File: config.mk
export PLATFORM = sky130hd
export DESIGN_NAME = alu_core_top
export DESIGN_NICKNAME = d
export VERILOG_FILES = /design/src/verilog/alu_pkg.sv /design/src/verilog/alu.sv /design/src/verilog/alu_core_top.sv /design/src/verilog/cl_add_sub.sv /design/src/verilog/reg_file.sv /design/src/verilog/wb_alu_slave.sv
export VERILOG_INCLUDE_DIRS = /design/src /design/src/verilog
export SDC_FILE = /design/constraint.sdc
export NUM_CORES = 1
export LEC_CHECK = 0
export ABC_CLOCK_PERIOD_IN_PS = 7600
export BUFFER_PORTS_ARGS = -buffer_cell sky130_fd_sc_hd__buf_2
export CAP_MARGIN = 5
export CORE_ASPECT_RATIO = 0.6
export CORE_MARGIN = 2
export CORE_UTILIZATION = 40
export CTS_BUF_LIST = sky130_fd_sc_hd__clkbuf_16
export DETAILED_ROUTE_END_ITERATION = 16
export GPL_TIMING_DRIVEN = 0
export PLACE_DENSITY_LB_ADDON = 0.12
export SKIP_CTS_REPAIR_TIMING = 1
export SYNTH_ARGS = -nofsm -noshare
export SYNTH_HDL_FRONTEND = slang
export SYNTH_HIERARCHICAL = 1
export SYNTH_SLANG_ARGS = --single-unit
File: constraint.sdc
create_clock -name clk_i -period 7.6 [get_ports clk_i]
set_input_delay 0.76 -clock clk_i [delete_from_list [all_inputs] [get_ports clk_i]]
set_output_delay 0.76 -clock clk_i [all_outputs]
set_load 0.05 [all_outputs]
File: src/verilog/alu_config.svh
/*
  width settings for the ALU coprocessor
  WB_DW must hold one full instruction word (16 bits)
  ALU_NREGS must be a power of two, since the register index is log2 wide
*/
`ifndef ALU_CONFIG_SVH
`define ALU_CONFIG_SVH

// alu datapath width
`define ALU_BW    8
// general purpose registers
`define ALU_NREGS 4
// wishbone data and word address widths
`define WB_DW     16
`define WB_AW     3

`endif

File: src/verilog/alu_pkg.sv
/*
  shared types for the ALU coprocessor
  instruction layout is fixed at 16 bits and 8-bit immediates
  op, fmt, rd and ra sit at the same bits in both instruction views
*/
`include "alu_config.svh"

package alu_pkg;

  // register index
  typedef logic [$clog2(`ALU_NREGS)-1:0] reg_idx_t;

  // opcodes, same order as the alu result mux
  typedef enum logic [2:0] {
    OP_ADD  = 3'd0,
    OP_SUB  = 3'd1,
    OP_AND  = 3'd2,
    OP_OR   = 3'd3,
    OP_XOR  = 3'd4,
    OP_INC  = 3'd5,
    OP_MOVA = 3'd6,
    OP_MOVB = 3'd7
  } alu_op_e;

  // status flags, read back as {v, n, z}
  typedef struct packed {
    logic v;
    logic n;
    logic z;
  } alu_flags_t;

  // ------------------------------------------------
  // instruction word
  // ------------------------------------------------

  // register-register, fmt = 0
  typedef struct packed {
    alu_op_e    op;
    logic       fmt;
    reg_idx_t   rd;
    reg_idx_t   ra;
    reg_idx_t   rb;
    logic [5:0] pad;
  } alu_instr_r_t;

  // register-immediate, fmt = 1
  typedef struct packed {
    alu_op_e           op;
    logic              fmt;
    reg_idx_t          rd;
    reg_idx_t          ra;
    logic [`ALU_BW-1:0] imm;
  } alu_instr_i_t;

  typedef union packed {
    alu_instr_r_t r;
    alu_instr_i_t i;
  } alu_instr_u;

  // ------------------------------------------------
  // wishbone classic, master to slave and back
  // ------------------------------------------------
  typedef struct packed {
    logic              cyc;
    logic              stb;
    logic              we;
    logic [`WB_AW-1:0] adr;
    logic [`WB_DW-1:0] dat;
  } wb_req_t;

  typedef struct packed {
    logic              ack;
    logic [`WB_DW-1:0] dat;
  } wb_rsp_t;

endpackage

File: src/verilog/alu.sv
/*
  signed ALU, eight operations, purely combinational
  v is only raised for add and sub; n and z follow every result
  carry out of the adders is not brought out
*/
`timescale 1ns/1ns
`include "alu_config.svh"

module alu #(
  parameter int BW = `ALU_BW
) (
  input  logic signed [BW-1:0] a_i,
  input  logic signed [BW-1:0] b_i,
  input  alu_pkg::alu_op_e     op_i,
  output logic [BW-1:0]        result_o,
  output alu_pkg::alu_flags_t  flags_o
);
  import alu_pkg::*;

  logic [BW-1:0] add_sub_res;
  logic [BW-1:0] inc_res;
  logic          ovf;
  logic [BW:0]   wide_res;

  // ------------------------------------------------
  // arithmetic units
  // ------------------------------------------------

  // add/sub share one adder, op bit 0 picks subtract
  cl_add_sub #(
    .Width(BW)
  ) u_add_sub (
    .a_i  (a_i),
    .b_i  (b_i),
    .sub_i(op_i[0]),
    .sum_o(add_sub_res),
    .c_o  ()
  );

  // increment of a
  cl_add_sub #(
    .Width(BW)
  ) u_inc (
    .a_i  (a_i),
    .b_i  (BW'(1)),
    .sub_i(1'b0),
    .sum_o(inc_res),
    .c_o  ()
  );

  // ------------------------------------------------
  // result select
  // ------------------------------------------------
  always_comb begin
    case (op_i)
      OP_ADD,
      OP_SUB:  result_o = add_sub_res;
      OP_AND:  result_o = a_i & b_i;
      OP_OR:   result_o = a_i | b_i;
      OP_XOR:  result_o = a_i ^ b_i;
      OP_INC:  result_o = inc_res;
      OP_MOVA: result_o = a_i;
      OP_MOVB: result_o = b_i;
      default: result_o = '0;
    endcase
  end

  // signed overflow
  always_comb begin
    ovf = 1'b0;
    if (op_i == OP_ADD) begin
      // like signs in, other sign out
      ovf = (a_i[BW-1] == b_i[BW-1]) && (a_i[BW-1] != add_sub_res[BW-1]);
    end else if (op_i == OP_SUB) begin
      // unlike signs in, sign of a lost
      ovf = (a_i[BW-1] != b_i[BW-1]) && (a_i[BW-1] != add_sub_res[BW-1]);
    end
  end

  assign flags_o.v = ovf;
  assign flags_o.n = result_o[BW-1];
  assign flags_o.z = (result_o == '0);

  // sign extended by one bit, top two bits differ on overflow
  always_comb begin
    if (op_i == OP_SUB) begin
      wide_res = {a_i[BW-1], a_i} - {b_i[BW-1], b_i};
    end else begin
      wide_res = {a_i[BW-1], a_i} + {b_i[BW-1], b_i};
    end
  end

  // v matches the widened sum for add and sub, and stays low for every other op
  always_comb begin
    assert (flags_o.v == ((op_i == OP_ADD || op_i == OP_SUB)
                          && (wide_res[BW] != wide_res[BW-1])))
      else $error("alu: overflow flag wrong for op %0d", op_i);
  end

endmodule

File: src/verilog/alu_core_top.sv
/*
  ALU coprocessor top, wishbone classic slave port only
  one bus access per instruction, results land with ack
*/
`timescale 1ns/1ns
`include "alu_config.svh"

module alu_core_top (
  input  logic             clk_i,
  input  logic             rst_n_i,
  input  alu_pkg::wb_req_t wb_req_i,
  output alu_pkg::wb_rsp_t wb_rsp_o
);
  import alu_pkg::*;

  // register file ports
  reg_idx_t           ra;
  reg_idx_t           rb;
  reg_idx_t           wa;
  logic               we;
  logic [`ALU_BW-1:0] rda;
  logic [`ALU_BW-1:0] rdb;
  logic [`ALU_BW-1:0] wd;
  // alu ports
  alu_op_e            op;
  logic [`ALU_BW-1:0] opb;
  logic [`ALU_BW-1:0] result;
  alu_flags_t         flags;

  // ------------------------------------------------
  // bus slave and decode
  // ------------------------------------------------
  wb_alu_slave u_slave (
    .clk_i   (clk_i),
    .rst_n_i (rst_n_i),
    .wb_req_i(wb_req_i),
    .wb_rsp_o(wb_rsp_o),
    .ra_o    (ra),
    .rb_o    (rb),
    .rda_i   (rda),
    .rdb_i   (rdb),
    .op_o    (op),
    .opb_o   (opb),
    .result_i(result),
    .flags_i (flags),
    .we_o    (we),
    .wa_o    (wa),
    .wd_o    (wd)
  );

  // registers
  reg_file #(
    .BW(`ALU_BW)
  ) u_regs (
    .clk_i  (clk_i),
    .rst_n_i(rst_n_i),
    .ra_i   (ra),
    .rb_i   (rb),
    .we_i   (we),
    .wa_i   (wa),
    .wd_i   (wd),
    .rda_o  (rda),
    .rdb_o  (rdb)
  );

  // datapath, operand a always from port a
  alu #(
    .BW(`ALU_BW)
  ) u_alu (
    .a_i     (rda),
    .b_i     (opb),
    .op_i    (op),
    .result_o(result),
    .flags_o (flags)
  );

endmodule

File: src/verilog/cl_add_sub.sv
/*
  carry-lookahead adder/subtractor, fully combinational
  lookahead inside 4-bit groups, group carries ripple between groups
  Width need not be a multiple of 4; the top group is zero padded
*/
`timescale 1ns/1ns

module cl_add_sub #(
  parameter int Width = 8
) (
  input  logic [Width-1:0] a_i,
  input  logic [Width-1:0] b_i,
  input  logic             sub_i,
  output logic [Width-1:0] sum_o,
  output logic             c_o
);

  localparam int NGroups = (Width + 3) / 4;
  localparam int PadW    = NGroups * 4;

  // padded operands, b inverted for subtraction
  logic [PadW-1:0] a_pad;
  logic [PadW-1:0] b_pad;
  logic [PadW-1:0] g;
  logic [PadW-1:0] p;
  logic [PadW:0]   c;
  logic [PadW-1:0] sum_pad;

  assign a_pad = PadW'(a_i);
  assign b_pad = PadW'(b_i ^ {Width{sub_i}});
  assign g     = a_pad & b_pad;
  assign p     = a_pad ^ b_pad;

  // two's complement: a + ~b + 1
  assign c[0] = sub_i;

  for (genvar gi = 0; gi < NGroups; gi++) begin : g_group
    localparam int B = gi * 4;

    // in-group carries straight from group carry-in
    assign c[B+1] = g[B] | (p[B] & c[B]);
    assign c[B+2] = g[B+1] | (p[B+1] & g[B]) | (p[B+1] & p[B] & c[B]);
    assign c[B+3] = g[B+2] | (p[B+2] & g[B+1]) | (p[B+2] & p[B+1] & g[B])
                  | (p[B+2] & p[B+1] & p[B] & c[B]);
    // group generate/propagate drive the carry into the next group
    assign c[B+4] = g[B+3] | (p[B+3] & g[B+2]) | (p[B+3] & p[B+2] & g[B+1])
                  | (p[B+3] & p[B+2] & p[B+1] & g[B])
                  | (p[B+3] & p[B+2] & p[B+1] & p[B] & c[B]);
  end

  assign sum_pad = p ^ c[PadW-1:0];
  assign sum_o   = sum_pad[Width-1:0];
  // padding bits are zero, so carry at Width is the true carry out
  assign c_o     = c[Width];

endmodule

File: src/verilog/reg_file.sv
/*
  general purpose register file
  one write port, written on the clock edge
  two combinational read ports, no write-to-read bypass
*/
`timescale 1ns/1ns
`include "alu_config.svh"

module reg_file #(
  parameter int BW = `ALU_BW
) (
  input  logic              clk_i,
  input  logic              rst_n_i,
  input  alu_pkg::reg_idx_t ra_i,
  input  alu_pkg::reg_idx_t rb_i,
  input  logic              we_i,
  input  alu_pkg::reg_idx_t wa_i,
  input  logic [BW-1:0]     wd_i,
  output logic [BW-1:0]     rda_o,
  output logic [BW-1:0]     rdb_o
);

  logic [BW-1:0] regs_q [`ALU_NREGS];

  // ------------------------------------------------
  // write port
  // ------------------------------------------------
  always_ff @(posedge clk_i) begin
    if (!rst_n_i) begin
      // all registers read 0 after reset
      for (int i = 0; i < `ALU_NREGS; i++) begin
        regs_q[i] <= '0;
      end
    end else if (we_i) begin
      regs_q[wa_i] <= wd_i;
    end
  end

  // read ports
  // old value seen during the write cycle
  assign rda_o = regs_q[ra_i];
  assign rdb_o = regs_q[rb_i];

endmodule

File: src/verilog/wb_alu_slave.sv
/*
  wishbone classic slave for the ALU coprocessor
  single-cycle ack, no block cycles, no err/rty, no byte selects
  write to word 0 issues an instruction; other writes are acked and dropped
  reads: words 0..3 registers, word 4 flags, 5..7 read 0
*/
`timescale 1ns/1ns
`include "alu_config.svh"

module wb_alu_slave (
  input  logic                clk_i,
  input  logic                rst_n_i,
  input  alu_pkg::wb_req_t    wb_req_i,
  output alu_pkg::wb_rsp_t    wb_rsp_o,
  output alu_pkg::reg_idx_t   ra_o,
  output alu_pkg::reg_idx_t   rb_o,
  input  logic [`ALU_BW-1:0]  rda_i,
  input  logic [`ALU_BW-1:0]  rdb_i,
  output alu_pkg::alu_op_e    op_o,
  output logic [`ALU_BW-1:0]  opb_o,
  input  logic [`ALU_BW-1:0]  result_i,
  input  alu_pkg::alu_flags_t flags_i,
  output logic                we_o,
  output alu_pkg::reg_idx_t   wa_o,
  output logic [`ALU_BW-1:0]  wd_o
);
  import alu_pkg::*;

  localparam logic [`WB_AW-1:0] AdrInstr = `WB_AW'(0);
  localparam logic [`WB_AW-1:0] AdrFlags = `WB_AW'(4);

  alu_instr_u        instr;
  logic              access;
  logic              issue;
  logic              ack_q;
  logic [`WB_DW-1:0] rdat_d;
  logic [`WB_DW-1:0] rdat_q;
  alu_flags_t        flags_q;

  // ------------------------------------------------
  // bus handshake
  // ------------------------------------------------

  // new strobe seen, blocked while ack is out
  assign access = wb_req_i.cyc && wb_req_i.stb && !ack_q;
  // instruction write, commits on the acking edge
  assign issue  = access && wb_req_i.we && (wb_req_i.adr == AdrInstr);

  always_ff @(posedge clk_i) begin
    if (!rst_n_i) begin
      ack_q <= 1'b0;
    end else begin
      ack_q <= access;
    end
  end

  // ------------------------------------------------
  // instruction decode and operand routing
  // ------------------------------------------------
  assign instr = wb_req_i.dat;

  // reads borrow port a to fetch the addressed register
  assign ra_o  = wb_req_i.we ? instr.r.ra : wb_req_i.adr[$bits(reg_idx_t)-1:0];
  assign rb_o  = instr.r.rb;
  assign op_o  = instr.r.op;
  // fmt picks imm or rb for operand b
  assign opb_o = instr.r.fmt ? instr.i.imm : rdb_i;

  // write-back, high for the one cycle before ack
  assign we_o = issue;
  assign wa_o = instr.r.rd;
  assign wd_o = result_i;

  // flags follow the last issued instruction
  always_ff @(posedge clk_i) begin
    if (!rst_n_i) begin
      flags_q <= '0;
    end else if (issue) begin
      flags_q <= flags_i;
    end
  end

  // ------------------------------------------------
  // read data
  // ------------------------------------------------
  always_comb begin
    rdat_d = '0;
    if (wb_req_i.adr < `WB_AW'(`ALU_NREGS)) begin
      rdat_d = {{(`WB_DW - `ALU_BW){1'b0}}, rda_i};
    end else if (wb_req_i.adr == AdrFlags) begin
      rdat_d = {{(`WB_DW - $bits(alu_flags_t)){1'b0}}, flags_q};
    end
  end

  // registered with ack, held otherwise
  always_ff @(posedge clk_i) begin
    if (!rst_n_i) begin
      rdat_q <= '0;
    end else if (access && !wb_req_i.we) begin
      rdat_q <= rdat_d;
    end
  end

  assign wb_rsp_o.ack = ack_q;
  assign wb_rsp_o.dat = rdat_q;

  // ------------------------------------------------
  // protocol checks
  // ------------------------------------------------

  // one ack per strobe
  a_ack_single : assert property (
    @(posedge clk_i) disable iff (!rst_n_i) ack_q |=> !ack_q
  ) else $error("wb_alu_slave: ack high two cycles in a row");

  // ack answers a strobe seen the cycle before
  a_ack_after_stb : assert property (
    @(posedge clk_i) disable iff (!rst_n_i)
      ack_q |-> $past(wb_req_i.cyc && wb_req_i.stb)
  ) else $error("wb_alu_slave: ack without preceding cyc/stb");

endmodule
==> results.json <==
{
  "grt_pass1_vias": 2752,
  "grt_usage": 0.188,
  "netlist_area_mm2": 0.00409,
  "ir_drop_mv": 0.0771,
  "finalCriticalPeriod_ns": 4.45,
  "synth.avg_cell_area_um2": 10.3,
  "slew_viol_final": 0,
  "worst_pin_slew_ns": 1.03,
  "ctsHtreeMaxLevel": 2,
  "clock-sinks": 44,
  "setup_viol": 0,
  "overflow": 0,
  "crit_path_end_kind": "register",
  "hold_violations": 0,
  "sw_frac_of_total": 0.329,
  "netSwitchingPower_mw": 0.256,
  "rsz0062_at_grt": "no",
  "first_pass_iters": 5,
  "clock_skew_ns": 0.00660,
  "p_total_mw": 0.777,
  "cts_buffers": 5,
  "die_area_mm2": 0.0111,
  "arrival_ns": 4.67,
  "ys.warnings.count": 6,
  "finalSetupTns_ns": 0,
  "die_y_um": 82.3,
  "worstPathRequired_ns": 7.82,
  "gp_congestion": 0.804,
  "path_class": "in2reg",
  "route.detailed.drc": 0,
  "p_seq_frac": 0.345,
  "grt_max_degree": 14,
  "routed_wl_um": 9860,
  "clk_pin_slew_ns": 0.06,
  "vias": 3008,
  "slew_headroom": 0.311,
  "cts_tree": "built",
  "dpl_cell_area_mm2": 0.00446,
  "nNetsFinal": 506,
  "drt.antenna.violating_nets": 0,
  "p_leak_nw": 2.08,
  "setup.worst_path.start_class": "primary input",
  "wl_per_cell_um": 16.9,
  "cts_buffer_depth": 2,
  "syn_inst": 398,
  "power_density_mw_per_mm2": 169,
  "syn2layout_area_growth_pct": 12.5,
  "final_util": 0.464,
  "grt_pass1_wl_um": 15300,
  "design_area_mm2": 0.00460,
  "io_buffer_count": 26,
  "path_max_fanout": 8,
  "initial_core_util": 0.412,
  "cts_root_buf": "clkbuf_16",
  "die_x_um": 135,
  "whs_ns": 0.450,
  "hpwl_um": 7860,
  "p_int_mw": 0.521,
  "max-cap-violations": 0,
  "core-area_mm2": 0.00991,
  "drt-vias-per-instance": 5.15,
  "hold_path.class": "reg2reg",
  "rows": 28,
  "p_comb_frac": 0.393,
  "antenna_found_initial": 0,
  "max_freq_mhz": 225,
  "drive_gt1_frac": 0.252,
  "num_antenna_cells": 0,
  "drt_iter0_drc": 179,
  "status": "complete, no violations",
  "fillCellCount": 943,
  "insertion_delay_ns": 0.29,
  "min_period_over_period": 0.586,
  "io_pins": 41,
  "p_clk_frac": 0.263
}
final cells by class:
| cell class | instances | area (um^2) | share of cell area |
|---|---|---|---|
| multi-input cells | 293 | 2510 | 0.547 |
| well taps | 135 | 169 | 0.0367 |
| plain buffers | 47 | 325 | 0.0708 |
| inverters | 30 | 113 | 0.0245 |
| repair buffers | 27 | 138 | 0.0299 |
| clock buffers | 5 | 125 | 0.0272 |
| flip-flops and latches | 44 | 1200 | 0.261 |
| clock inverters | 3 | 12.5 | 0.00272 |
placed cells by master, fill, tap and decap left out, types with 3 or more instances in the layout:
master / instances
inv_1: 32
buf_2: 32
ha_1: 32
edfxtp_1: 32
buf_4: 30
nand2_1: 24
and2_1: 24
xor2_1: 23
conb_1: 19
mux4_2: 18
mux2i_1: 16
a21oi_1: 16
dfxtp_1: 12
nor2_1: 11
mux2_2: 11
o21ai_0: 9
and3_1: 8
xnor2_1: 7
nand3b_1: 7
clkbuf_16: 5
clkbuf_1: 5
nand2b_1: 5
nand3_1: 5
buf_6: 4
o22ai_1: 3
o211ai_1: 3
and4bb_1: 3
nor2b_1: 3
a31oi_1: 3
metal layers:
layer,vias up,global-route usage,wire length [um]
met5,-,0,0
met4,0,0.0347,60
met3,6,0.0305,566
met2,78,0.262,3850
met1,1437,0.302,5380
li1,1487,-,-
worst paths after layout:
path	startpoint	to	slack [ns]	cells after the start
hold reg to reg	u_slave/rdat_q[6]	u_slave/rdat_q[6]	0.45	2
hold / removal	u_slave/rdat_q[6]	u_slave/rdat_q[6]	0.45	2
setup reg to reg	u_regs/regs_q[3][2]	u_slave/flags_q[0]	3.63	16
setup / recovery	wb_req_i[6]	u_slave/flags_q[0]	3.15	19
state kept, by name, indices dropped and copies added (netlist names):
signal / flops
u_slave/rdat_q: 8
u_slave/ack_q: 1
u_regs/regs_q: 32
u_slave/flags_q: 3
power groups by stage:
| stage | combinational, mW | sequential (mW) | clock [mW] |
|---|---|---|---|
| 2_1_floorplan | 0.236 | 0.276 | 0 |
| 3_3_place_gp | 0.297 | 0.273 | 0 |
| 3_5_place_dp | 0.302 | 0.273 | 0 |
| 4_1_cts | 0.304 | 0.268 | 0.212 |
| 5_1_grt | 0.338 | 0.269 | 0.221 |
| 6_report | 0.305 | 0.268 | 0.204 |
critical path: stages:
cell and delay [ns]:
buf_2 0.09, buf_4 0.10, buf_6 0.16, mux4_2 0.51, mux2_2 0.32, xor2_1 0.16
ha_1 0.36, nand3_1 0.10, o211ai_2 0.26, nor2_1 0.10, fa_1 0.51, inv_1 0.04
nor2_1 0.09, a21oi_1 0.07, or3b_2 0.45, o31ai_1 0.07, and4bb_1 0.31, nand2_1 0.07
mux2i_1 0.12
per-stage QoR:
stage                     setup slack [ns]  cells
after detailed placement              2.88    576
after global routing                  2.85    584
final                                 3.15    584
after CTS                             3.17    584
after global placement                2.90    575
after floorplan                       3.40    414
No activity file was read; power rests on OpenSTA's default activity.
